[src/arm_bus_pkg.sv]
package arm_bus_pkg;

	localparam logic [31:0] STATUS_REQUEST_HEADER     = 32'h1CE1CEBB;
	localparam logic [31:0] M3_STATUS_RESPONSE_HEADER = 32'hDABAD000;
	localparam logic [31:0] M3_COMMAND_HEADER         = 32'hCAFEBABE;
	localparam logic [31:0] M3_CONTROL_MODE_HEADER    = 32'hCAFED00D;

	// frame lengths in bytes, header and crc included
	localparam int HEADER_LENGTH             = 4;
	localparam int STATUS_REQUEST_LENGTH     = 7;
	localparam int M3_COMMAND_LENGTH         = 11;
	localparam int M3_CONTROL_MODE_LENGTH    = 12;
	localparam int M3_STATUS_RESPONSE_LENGTH = 28;

	typedef enum logic [1:0] {STATUS_REQUEST, COMMAND, CONTROL_MODE} frame_kind_e;

	typedef struct packed {
		logic [7:0]         id;
		logic [7:0]         control_mode;
		logic signed [31:0] setpoint;
	} motor_cfg_t;

	typedef struct packed {
		logic signed [31:0] encoder0_position;
		logic signed [31:0] encoder1_position;
		logic signed [31:0] displacement;
		logic signed [31:0] duty;
	} motor_status_t;

	typedef enum logic [31:0] {
		RX_OK       = 32'h0000_0000,
		RX_BUSY     = 32'h0000_0001,
		RX_WRONG_ID = 32'h0000_0003,
		RX_BAD_CRC  = 32'hBAAD_C0DE,
		RX_TIMEOUT  = 32'hDEAD_BEAF
	} rx_code_e;

	typedef struct packed {
		logic ok;
		logic mode_mismatch;
		logic setpoint_mismatch;
	} rx_result_t;

	typedef enum logic [2:0] {IDLE, REQUEST, WAIT_RESPONSE, UPDATE, WAIT_SENT} sched_state_e;

	// crc-16, poly 0x1021, msb first
	function automatic logic [15:0] crc16_step(input logic [15:0] crc, input logic [7:0] data);
		logic [15:0] c;
		c = crc ^ {data, 8'h00};
		for (int i = 0; i < 8; i++)
			c = c[15] ? ((c << 1) ^ 16'h1021) : (c << 1);
		return c;
	endfunction

endpackage

[src/uart_tx.sv]
`timescale 1ns/1ns

module uart_tx #(
	parameter int CLKS_PER_BIT = 8
) (
	input  logic       clk,
	input  logic       reset,
	input  logic       tx_start,
	input  logic [7:0] tx_byte,
	output logic       busy,
	output logic       tx,
	output logic       tx_enable
);
	localparam int CW = $clog2(CLKS_PER_BIT);
	localparam logic [CW-1:0] LAST_CLK = CW'(CLKS_PER_BIT - 1);

	logic [CW-1:0] clk_cnt;
	logic [3:0]    bit_cnt;
	logic [8:0]    shift; // data bits then stop bit

	assign tx_enable = busy; // drive the bus only while a byte is on the line

	always_ff @(posedge clk or posedge reset) begin
		if (reset) begin
			busy <= 1'b0;
			tx <= 1'b1;
			clk_cnt <= '0;
			bit_cnt <= '0;
		end else if (!busy) begin
			if (tx_start) begin
				busy <= 1'b1;
				tx <= 1'b0; // start bit
				clk_cnt <= '0;
				bit_cnt <= '0;
			end
		end else if (clk_cnt == LAST_CLK) begin
			clk_cnt <= '0;
			bit_cnt <= bit_cnt + 1'b1;
			if (bit_cnt == 4'd9) begin
				busy <= 1'b0;
				tx <= 1'b1;
			end else
				tx <= shift[0];
		end else
			clk_cnt <= clk_cnt + 1'b1;
	end

	always_ff @(posedge clk) begin
		if (!busy && tx_start)
			shift <= {1'b1, tx_byte};
		else if (busy && clk_cnt == LAST_CLK)
			shift <= shift >> 1;
	end

endmodule

[src/uart_rx.sv]
`timescale 1ns/1ns

module uart_rx #(
	parameter int CLKS_PER_BIT = 8
) (
	input  logic       clk,
	input  logic       reset,
	input  logic       rx,
	output logic       rx_valid,
	output logic [7:0] rx_byte
);
	localparam int CW = $clog2(CLKS_PER_BIT);
	localparam logic [CW-1:0] LAST_CLK = CW'(CLKS_PER_BIT - 1);
	localparam logic [CW-1:0] HALF_CLK = CW'(CLKS_PER_BIT / 2 - 1);

	typedef enum logic [1:0] {R_IDLE, R_START, R_DATA, R_STOP} rx_state_e;

	rx_state_e     state;
	logic [1:0]    sync;
	logic [CW-1:0] clk_cnt;
	logic [2:0]    bit_cnt;
	logic [7:0]    shift;
	logic          line;

	assign line = sync[1];

	always_ff @(posedge clk or posedge reset) begin
		if (reset) begin
			state <= R_IDLE;
			sync <= 2'b11;
			clk_cnt <= '0;
			bit_cnt <= '0;
			rx_valid <= 1'b0;
		end else begin
			sync <= {sync[0], rx};
			rx_valid <= 1'b0;
			clk_cnt <= clk_cnt + 1'b1;
			case (state)
				R_IDLE: begin
					clk_cnt <= '0;
					if (!line)
						state <= R_START;
				end
				R_START: if (clk_cnt == HALF_CLK) begin // middle of start bit
					clk_cnt <= '0;
					bit_cnt <= '0;
					state <= line ? R_IDLE : R_DATA;
				end
				R_DATA: if (clk_cnt == LAST_CLK) begin
					clk_cnt <= '0;
					bit_cnt <= bit_cnt + 1'b1;
					if (bit_cnt == 3'd7)
						state <= R_STOP;
				end
				R_STOP: if (clk_cnt == LAST_CLK) begin
					rx_valid <= line; // framing error drops the byte
					state <= R_IDLE;
				end
				default: state <= R_IDLE;
			endcase
		end
	end

	always_ff @(posedge clk) begin
		if (state == R_DATA && clk_cnt == LAST_CLK)
			shift <= {line, shift[7:1]}; // lsb first
		if (state == R_STOP && clk_cnt == LAST_CLK)
			rx_byte <= shift;
	end

endmodule

[src/frame_sender.sv]
`timescale 1ns/1ns

module frame_sender (
	input  logic                     clk,
	input  logic                     reset,
	input  logic                     send,
	input  arm_bus_pkg::frame_kind_e kind,
	input  arm_bus_pkg::motor_cfg_t  cfg,
	output logic                     sent,
	output logic                     tx_start,
	output logic [7:0]               tx_byte,
	input  logic                     busy
);
	import arm_bus_pkg::*;

	typedef enum logic [1:0] {F_IDLE, F_LOAD, F_BUSY} send_state_e;

	send_state_e state;
	frame_kind_e kind_q;
	motor_cfg_t  cfg_q;
	logic [3:0]  idx;
	logic [3:0]  last_idx;
	logic [15:0] crc;
	logic [31:0] header;
	logic [1:0]  sp_sel;

	always_comb begin
		case (kind_q)
			COMMAND: begin
				header = M3_COMMAND_HEADER;
				last_idx = 4'(M3_COMMAND_LENGTH - 1);
			end
			CONTROL_MODE: begin
				header = M3_CONTROL_MODE_HEADER;
				last_idx = 4'(M3_CONTROL_MODE_LENGTH - 1);
			end
			default: begin
				header = STATUS_REQUEST_HEADER;
				last_idx = 4'(STATUS_REQUEST_LENGTH - 1);
			end
		endcase
	end

	// control mode byte sits in front of the setpoint
	assign sp_sel = (kind_q == CONTROL_MODE) ? 2'(idx - 4'd6) : 2'(idx - 4'd5);

	always_comb begin
		if (idx < 4'(HEADER_LENGTH))
			tx_byte = header[31 - 8 * idx[1:0] -: 8];
		else if (idx == last_idx - 4'd1)
			tx_byte = crc[15:8];
		else if (idx == last_idx)
			tx_byte = crc[7:0];
		else if (idx == 4'(HEADER_LENGTH))
			tx_byte = cfg_q.id;
		else if (kind_q == CONTROL_MODE && idx == 4'd5)
			tx_byte = cfg_q.control_mode;
		else
			tx_byte = cfg_q.setpoint[8 * sp_sel +: 8]; // low byte first
	end

	assign tx_start = (state == F_LOAD);

	always_ff @(posedge clk or posedge reset) begin
		if (reset) begin
			state <= F_IDLE;
			idx <= '0;
			crc <= 16'hFFFF;
			sent <= 1'b0;
		end else begin
			sent <= 1'b0;
			case (state)
				F_IDLE: if (send) begin
					idx <= '0;
					crc <= 16'hFFFF;
					state <= F_LOAD;
				end
				F_LOAD: begin
					if (idx >= 4'(HEADER_LENGTH) && idx < last_idx - 4'd1)
						crc <= crc16_step(crc, tx_byte);
					state <= F_BUSY;
				end
				F_BUSY: if (!busy) begin
					if (idx == last_idx) begin
						sent <= 1'b1;
						state <= F_IDLE;
					end else begin
						idx <= idx + 4'd1;
						state <= F_LOAD;
					end
				end
				default: state <= F_IDLE;
			endcase
		end
	end

	always_ff @(posedge clk) begin
		if (state == F_IDLE && send) begin
			kind_q <= kind;
			cfg_q <= cfg;
		end
	end

endmodule

[src/status_receiver.sv]
`timescale 1ns/1ns

module status_receiver #(
	parameter int NUM_MOTORS = 6,
	localparam int MOTOR_W = (NUM_MOTORS > 1) ? $clog2(NUM_MOTORS) : 1
) (
	input  logic                       clk,
	input  logic                       reset,
	input  logic                       rx_valid,
	input  logic [7:0]                 rx_byte,
	input  arm_bus_pkg::motor_cfg_t    cfg,
	input  logic [MOTOR_W-1:0]         motor,
	input  logic                       abort,
	output logic                       resp_done,
	output arm_bus_pkg::rx_result_t    result,
	output arm_bus_pkg::motor_status_t status [NUM_MOTORS],
	output arm_bus_pkg::rx_code_e      error_code [NUM_MOTORS]
);
	import arm_bus_pkg::*;

	localparam int BODY_BYTES = M3_STATUS_RESPONSE_LENGTH - HEADER_LENGTH;

	typedef enum logic [1:0] {S_HUNT, S_COLLECT, S_CHECK} recv_state_e;

	recv_state_e             state;
	logic [31:0]             last4;
	logic [8*BODY_BYTES-1:0] body; // id up to crc, first byte lowest
	logic [4:0]              cnt;
	logic [15:0]             crc;
	logic                    bad_frame;
	logic                    hdr_match;
	logic signed [31:0]      setpoint_rx;
	logic [15:0]             crc_rx;
	motor_status_t           fields;

	assign hdr_match = rx_valid && ({last4[23:0], rx_byte} == M3_STATUS_RESPONSE_HEADER);
	assign setpoint_rx = body[47:16];
	assign crc_rx = {body[183:176], body[191:184]};
	assign fields.encoder0_position = body[79:48];
	assign fields.encoder1_position = body[111:80];
	assign fields.displacement = body[143:112];
	assign fields.duty = body[175:144];

	always_ff @(posedge clk or posedge reset) begin
		if (reset) begin
			state <= S_HUNT;
			last4 <= '0;
			cnt <= '0;
			crc <= 16'hFFFF;
			bad_frame <= 1'b0;
			resp_done <= 1'b0;
			result <= '0;
			for (int i = 0; i < NUM_MOTORS; i++) begin
				status[i] <= '0;
				error_code[i] <= RX_OK;
			end
		end else begin
			resp_done <= 1'b0;
			if (rx_valid)
				last4 <= {last4[23:0], rx_byte};
			if (abort) begin
				// a finished bad frame keeps its code
				if (state != S_HUNT || !bad_frame)
					error_code[motor] <= RX_TIMEOUT;
				bad_frame <= 1'b0;
				state <= S_HUNT;
			end else begin
				case (state)
					S_HUNT: if (hdr_match) begin
						error_code[motor] <= RX_BUSY;
						cnt <= 5'(HEADER_LENGTH);
						crc <= 16'hFFFF;
						state <= S_COLLECT;
					end
					S_COLLECT: if (rx_valid) begin
						if (cnt < 5'(M3_STATUS_RESPONSE_LENGTH - 2))
							crc <= crc16_step(crc, rx_byte);
						if (cnt == 5'(M3_STATUS_RESPONSE_LENGTH - 1))
							state <= S_CHECK;
						cnt <= cnt + 5'd1;
					end
					S_CHECK: begin
						state <= S_HUNT;
						if (crc != crc_rx) begin
							error_code[motor] <= RX_BAD_CRC;
							bad_frame <= 1'b1;
						end else if (body[7:0] != cfg.id) begin
							error_code[motor] <= RX_WRONG_ID;
							bad_frame <= 1'b1;
						end else begin
							status[motor] <= fields;
							error_code[motor] <= RX_OK;
							resp_done <= 1'b1;
							result.ok <= 1'b1;
							result.mode_mismatch <= (body[15:8] != cfg.control_mode);
							result.setpoint_mismatch <= (setpoint_rx != cfg.setpoint);
						end
					end
					default: state <= S_HUNT;
				endcase
			end
		end
	end

	always_ff @(posedge clk) begin
		if (state == S_COLLECT && rx_valid)
			body <= {rx_byte, body[8*BODY_BYTES-1:8]};
	end

endmodule

[src/bus_scheduler.sv]
`timescale 1ns/1ns

module bus_scheduler #(
	parameter int NUM_MOTORS = 6,
	parameter int UPDATE_PERIOD = 4000,
	parameter int RESPONSE_TIMEOUT = 3000,
	localparam int MOTOR_W = (NUM_MOTORS > 1) ? $clog2(NUM_MOTORS) : 1
) (
	input  logic                     clk,
	input  logic                     reset,
	input  arm_bus_pkg::motor_cfg_t  motor_cfg [NUM_MOTORS],
	output arm_bus_pkg::motor_cfg_t  cfg,
	output logic [MOTOR_W-1:0]       motor,
	output logic                     send,
	output arm_bus_pkg::frame_kind_e kind,
	input  logic                     sent,
	input  logic                     resp_done,
	input  arm_bus_pkg::rx_result_t  result,
	output logic                     abort
);
	import arm_bus_pkg::*;

	localparam int PW = $clog2(UPDATE_PERIOD);
	localparam int TW = $clog2(RESPONSE_TIMEOUT);
	localparam logic [MOTOR_W-1:0] LAST_MOTOR = MOTOR_W'(NUM_MOTORS - 1);

	sched_state_e  state;
	logic [PW-1:0] period_cnt;
	logic [TW-1:0] timeout_cnt;
	logic          tick;

	assign cfg = motor_cfg[motor];
	assign tick = (period_cnt == '0);

	always_ff @(posedge clk or posedge reset) begin
		if (reset)
			period_cnt <= PW'(UPDATE_PERIOD - 1);
		else
			period_cnt <= tick ? PW'(UPDATE_PERIOD - 1) : period_cnt - 1'b1;
	end

	always_ff @(posedge clk or posedge reset) begin
		if (reset) begin
			state <= IDLE;
			motor <= LAST_MOTOR; // wraps to motor 0 on the first poll
			send <= 1'b0;
			kind <= STATUS_REQUEST;
			abort <= 1'b0;
			timeout_cnt <= '0;
		end else begin
			send <= 1'b0;
			abort <= 1'b0;
			case (state)
				IDLE: if (tick) begin
					motor <= (motor == LAST_MOTOR) ? '0 : motor + 1'b1;
					kind <= STATUS_REQUEST;
					send <= 1'b1;
					state <= REQUEST;
				end
				REQUEST: if (sent) begin
					timeout_cnt <= TW'(RESPONSE_TIMEOUT - 1); // window opens at end of request
					state <= WAIT_RESPONSE;
				end
				WAIT_RESPONSE: begin
					if (resp_done && result.ok) begin
						state <= UPDATE;
						// control mode frame also carries the setpoint
						if (result.mode_mismatch) begin
							kind <= CONTROL_MODE;
							send <= 1'b1;
						end else if (result.setpoint_mismatch) begin
							kind <= COMMAND;
							send <= 1'b1;
						end
					end else if (timeout_cnt == '0) begin
						abort <= 1'b1;
						state <= IDLE;
					end else
						timeout_cnt <= timeout_cnt - 1'b1;
				end
				UPDATE: state <= send ? WAIT_SENT : IDLE;
				WAIT_SENT: if (sent)
					state <= IDLE;
				default: state <= IDLE;
			endcase
		end
	end

endmodule

[src/arm_bus_master.sv]
`timescale 1ns/1ns

module arm_bus_master #(
	parameter int NUM_MOTORS = 6,
	parameter int CLKS_PER_BIT = 8,
	parameter int UPDATE_PERIOD = 4000,
	parameter int RESPONSE_TIMEOUT = 3000,
	localparam int MOTOR_W = (NUM_MOTORS > 1) ? $clog2(NUM_MOTORS) : 1
) (
	input  logic                       clk,
	input  logic                       reset,
	output logic                       tx,
	output logic                       tx_enable,
	input  logic                       rx,
	input  arm_bus_pkg::motor_cfg_t    motor_cfg [NUM_MOTORS],
	output arm_bus_pkg::motor_status_t status [NUM_MOTORS],
	output arm_bus_pkg::rx_code_e      error_code [NUM_MOTORS]
);
	import arm_bus_pkg::*;

	motor_cfg_t         cfg;
	logic [MOTOR_W-1:0] motor;
	logic               send, sent, abort, resp_done;
	frame_kind_e        kind;
	rx_result_t         result;
	logic               tx_start, tx_busy, rx_valid;
	logic [7:0]         tx_byte, rx_byte;

	bus_scheduler #(
		.NUM_MOTORS(NUM_MOTORS),
		.UPDATE_PERIOD(UPDATE_PERIOD),
		.RESPONSE_TIMEOUT(RESPONSE_TIMEOUT)
	) u_scheduler (
		.clk, .reset, .motor_cfg, .cfg, .motor, .send, .kind,
		.sent, .resp_done, .result, .abort
	);

	frame_sender u_sender (
		.clk, .reset, .send, .kind, .cfg, .sent, .tx_start, .tx_byte, .busy(tx_busy)
	);

	uart_tx #(.CLKS_PER_BIT(CLKS_PER_BIT)) u_uart_tx (
		.clk, .reset, .tx_start, .tx_byte, .busy(tx_busy), .tx, .tx_enable
	);

	uart_rx #(.CLKS_PER_BIT(CLKS_PER_BIT)) u_uart_rx (
		.clk, .reset, .rx, .rx_valid, .rx_byte
	);

	status_receiver #(.NUM_MOTORS(NUM_MOTORS)) u_receiver (
		.clk, .reset, .rx_valid, .rx_byte, .cfg, .motor, .abort,
		.resp_done, .result, .status, .error_code
	);

endmodule

[config.mk]
export PLATFORM = sky130hd
export DESIGN_NAME = arm_bus_master
export DESIGN_NICKNAME = d
export VERILOG_FILES = /design/src/arm_bus_pkg.sv /design/src/uart_tx.sv /design/src/uart_rx.sv /design/src/frame_sender.sv /design/src/status_receiver.sv /design/src/bus_scheduler.sv /design/src/arm_bus_master.sv
export SDC_FILE = /design/constraint.sdc
export NUM_CORES = 2
export LEC_CHECK = 0
export BUFFER_PORTS_ARGS = -buffer_cell sky130_fd_sc_hd__buf_2
export CAP_MARGIN = 5
export CORE_AREA = 2 2 492 494
export CTS_BUF_LIST = sky130_fd_sc_hd__clkbuf_8
export DETAILED_ROUTE_END_ITERATION = 16
export DIE_AREA = 0 0 494 496
export SYNTH_ARGS = -nofsm -noshare
export SYNTH_HDL_FRONTEND = slang
export SYNTH_HIERARCHICAL = 1
export SYNTH_SLANG_ARGS = --single-unit
[constraint.sdc]
create_clock -name clk -period 85.7 [get_ports clk]
set_input_delay 21.425 -clock clk [delete_from_list [all_inputs] [get_ports clk]]
set_output_delay 21.425 -clock clk [all_outputs]
set_load 0.01 [all_outputs]
# Word-level counts from Yosys, hierarchy flattened
# Index checks and enable logic that the tools add are counted.
dict set report word_totals {
  latchBits 0
  memories 0
  ram_bits 0
  output_inout_bits 962
  input_bits 291
  rom_bits 0
  reg_bits 1356
  word_cells 356
}
dict set report classes {
  div 0
  n_lt_le_gt_ge 6
  n_mux 129
  addsub 13
  reduce_logical 48
  n_bitwise 36
  n_eq_ne 54
  multipliers 0
  shift 2
}
# operator count
set op_table {}
lappend op_table {{$mux W192} 5}
lappend op_table {{$bwmux W768} 1}
lappend op_table {{$demux W128 S3} 1}
lappend op_table {{$pmux W192 S2} 1}
lappend op_table {{$mux W13} 16}
lappend op_table {{$and A192 B192 Y192} 1}
lappend op_table {{$not A192 Y192} 1}
lappend op_table {{$and A186 B186 Y186} 1}
lappend op_table {{$not A186 Y186} 1}
lappend op_table {{$and A180 B180 Y180} 1}
lappend op_table {{$not A180 Y180} 1}
lappend op_table {{$bmux W48 S3} 1}
lappend op_table {{$or A138 B138 Y138} 1}
lappend op_table {{$mux W128} 1}
lappend op_table {{$or A108 B108 Y108} 1}
lappend op_table {{$demux W32 S3} 1}
lappend op_table {{$mux W48} 2}
lappend op_table {{$and A84 B84 Y84} 1}
lappend op_table {{$not A84 Y84} 1}
lappend op_table {{$mux W16} 5}
lappend op_table {{$pmux W16 S2} 2}
lappend op_table {{$pmux W32 S2} 1}
lappend op_table {{$mux W8} 7}
lappend op_table {{$and A54 B54 Y54} 1}
lappend op_table {{70 further kinds} 233}

# Longest topological paths before layout
dict set report logic_depth {
  word_depth 27
  mapped_depth 15
}

# By module
# The synthesis kept the hierarchy.
# mod area_per_inst_um2 cells_per_inst n_inst
set modules_own_cells {}
lappend modules_own_cells {status_receiver 42906.2 2524 1}
lappend modules_own_cells {frame_sender 4222.8 358 1}
lappend modules_own_cells {bus_scheduler 4001.3 403 1}
lappend modules_own_cells {uart_rx 1068.5 69 1}
lappend modules_own_cells {uart_tx 877.1 86 1}

# Worst setup path before layout
# Ideal clock, no wire load.
dict set report synth_timing {
  path_kind {in2reg}
  from {in motor_cfg[142] (netlist name)}
  to {reg u_receiver/status[256] (netlist name)}
  cell_stages 11
  slack_ps 61903
  required_time_ps 85572
  t_arrival_ps 23670
  n_path_buf 3
  path_cell_list {mux4_2 inv_1 o22ai_1 xor2_1 nor4_1 and2_1 clkbuf_1 nand4_1 buf_2 buf_4 mux2_1}
}
# item line_no
set synth_rtl {}
lappend synth_rtl {{start: declaration} arm_bus_master.sv:15} ;# input arm_bus_pkg::motor_cfg_t motor_cfg [NUM_MOTORS],

==> impl_metrics.tcl <==
set metrics [dict create \
    slew_headroom_pct 21.02 \
    die-area_mm2 0.2450 \
    dp_slack_ns 59.28 \
    required_ns 86.51 \
    place.gp.congestion 0.8412 \
    fin_nets 5071 \
    powerDensity_mw_per_mm2 19.14 \
    synthCells 3440 \
    async_flop_share_pct 79.68 \
    routedWlPerCell_um 24.79 \
    core_area_mm2 0.2396 \
    min_period_over_period_pct 29.64 \
    grtUsageMet1_pct 18.45 \
    syn_to_final_growth_pct 27.39 \
    dpl.hpwl_um 147800 \
    period_needed_ns 25.41 \
    routed_wirelength_um 202100 \
    chipWidth_um 494 \
    seq_power_share_pct 49.8 \
    placedCellCount 7703 \
    cts_buffer_depth 3 \
    p_leak_nw 35.33 \
    ys_warn_count 6 \
    io_pins 1253 \
    dpl_cell_area_mm2 0.06251 \
    rsz0062_at_grt "no" \
    drive_gt1_share_pct 43.71 \
    worstPathMaxFanout 49 \
    final_cell_mix "1,252 x buf_2, 999 x dfrtp_1, 441 x mux2_1, 379 x mux2_2, 271 x clkbuf_8" \
    cts_htree_levels 4 \
    grt-busiest-layer "met2" \
    syn_area_per_cell_um2 15.43 \
    synth_top_area_cell "dfrtp_1" \
    grt_overflow 0 \
    synth_top_area_share_pct 47.15 \
    yosysSeqAreaShare_pct 64.56 \
    die_y_um 496 \
    grt_max_degree 161 \
    p_int_mw 0.9812 \
    synth_top_cells_by_area "dfrtp_1 47%, edfxtp_1 15%, mux2_1 9.4%, mux2_2 8.0%, dfstp_2 2.3%" \
    cts_setup_buffers 0 \
    netlist_area_mm2 0.05308 \
    arrival_ns 26.21 \
    cts_tree "built" \
    synth.net_count 3763 \
    max_cap_violations 0 \
    setup_viol 0 \
    port_buffers 1252 \
    synth-edff-count 266 \
    finalNonFillerCells 8154 \
    grt_use_total_pct 15.81 \
    root_buffer "clkbuf_8" \
    final.setup.tns_ns 0 \
    hold_viol_final 0 \
    final_core_util_pct 28.22 \
    cp-start-kind "input port" \
    swShare_pct 24.20 \
    final_area_mm2 0.06761 \
    final.setup.worst_slack_ns 60.30 \
    hold_ws_ns 0.3595 \
    maxSlewViolCount 0 \
    ant_nets 0 \
    clk_pin_slew_ns 0.06 \
    end_kind "flop" \
    status "finished clean" \
    worstMarginPinSlew_ns 1.183 \
    skew_ns 0.1573 \
    drc 0 \
    hold_buffers 0 \
    dr_total_vias 35360 \
    p_switching_mw 0.3132 \
    first_iter_violations 2419 \
    clockPowerShare_pct 47.4 \
    cts_made_buffers 226 \
    start_util_pct 22.15 \
    final_common_cell "buf_2" \
    grt_use_met3_pct 5.292 \
    met2_usage_pct 25.87 \
    grt_pass1_vias 36440 \
    clock-sinks 1314 \
    synth-main-ff-cell "dfrtp_1" \
    peakVddDrop_uv 15.24 \
    combinationalPowerShare_pct 2.8 \
    antenna_found_initial 53 \
    total_power_mw 1.294 \
    cts.repair.resized 0 \
    ys_seq_elements 1314 \
    grt_pass1_wl_um 277400 \
    fmax_mhz 39.36 \
    yosysUniqueCellTypes 108 \
    core.rowCount 180 \
    first_pass_iters 7 \
    insertion_delay_ns 1.05 \
    hp-class "reg -> reg" \
    avgViaCountPerCell 4.336 \
    crit_type "in -> reg" \
]
==> flip-flops by register name (all words and copies together) (netlist names), 5 cells and up, named ones only <==
register,flops
u_uart_rx/rx_byte,8
u_scheduler/period_cnt,12
u_receiver/last4,24
u_sender/cfg_q,48
u_receiver/error_code,30
u_receiver/cnt,5
u_receiver/body,192
u_uart_rx/shift,8
u_uart_tx/shift,9
u_receiver/status,768
u_sender/crc,16
u_scheduler/timeout_cnt,12
u_receiver/crc,16
==> critical path, stage by stage <==
cell	delay [ns]
buf_2	0.12
mux4_2	0.48
inv_1	0.11
o22ai_1	0.12
xor2_1	0.21
nor4_1	0.39
and2_1	0.58
nand4_1	0.72
buf_4	0.57
buf_4	0.42
buf_4	0.43
mux2_1	0.41
==> power by group through the flow <==
| stage | Combinational [mW] | Sequential (mW) | Clock, mW |
|---|---|---|---|
| final | 0.0360 | 0.644 | 0.614 |
| after global routing | 0.0398 | 0.644 | 0.663 |
| after CTS | 0.0366 | 0.644 | 0.636 |
| after detailed placement | 0.0364 | 0.656 | 0 |
| after global placement | 0.0355 | 0.655 | 0 |
| after floorplan | 0.0211 | 0.654 | 0 |
==> cells by family (layout without fill, tap and decap cells) <==
family	after synthesis	count (layout)	share of synthesized area (%)
flops	1314	1314	64.56
mux	947	947	21.07
xor+xnor	122	122	2.070
compound gates	337	337	4.701
fa+ha+maj	32	32	0.7685
simple gates	374	374	3.854
other cells	0	27	0
buf+inv	314	1816	2.980
==> cell usage after synthesis, types with 9 or more instances <==
cell / number
dfrtp_1: 1000
mux2_1: 441
mux2_2: 379
edfxtp_1: 266
nand2_1: 99
inv_1: 94
buf_2: 93
o21a_1: 84
mux2i_1: 73
xnor2_1: 64
buf_4: 62
xor2_1: 54
clkbuf_1: 53
o22ai_1: 53
mux4_2: 52
nor2_1: 48
a21oi_1: 47
dfstp_2: 47
and2_1: 42
nor3_1: 33
ha_1: 31
o21ai_0: 25
a21o_1: 23
nand2b_1: 23
nand4_1: 21
nor4_1: 20
nand3_1: 16
and3_1: 9
==> final timing paths <==
kind                       depth (start not counted)                    endpoint  slack, ns                 start
max                                               12      u_receiver/status[228]      60.30        motor_cfg[282]
max reg2reg                                       12      u_receiver/status[228]      79.27  u_scheduler/motor[0]
min                                                0           u_uart_rx/sync[1]       0.36     u_uart_rx/sync[0]
max in group asynchronous                          7      u_receiver/status[186]      60.56                 reset
min reg2reg                                        0           u_uart_rx/sync[1]       0.36     u_uart_rx/sync[0]
min in group asynchronous                          2  asynchronous set/reset pin      20.64                 reset
==> layer usage <==
metal  wire length (um)  part of all wire, %
met1              78700                   39
met2              96710                   48
met3              16860                  8.3
met4               9776                  4.8
met5                 80                0.040
==> final cells by class <==
| type | count | area, um^2 |
|---|---|---|
| Fill cell | 24480 | 172000 |
| Inverter | 94 | 360.3 |
| Timing Repair Buffer | 1300 | 6664 |
| Clock buffer | 271 | 3730 |
| Multi-Input combinational cell | 1812 | 17240 |
| Tap cell | 3185 | 3985 |
| Antenna cell | 27 | 67.56 |
| Sequential cell | 1314 | 34270 |
| Clock inverter | 151 | 1290 |
Note: power is estimated with default switching activity, not from simulation.
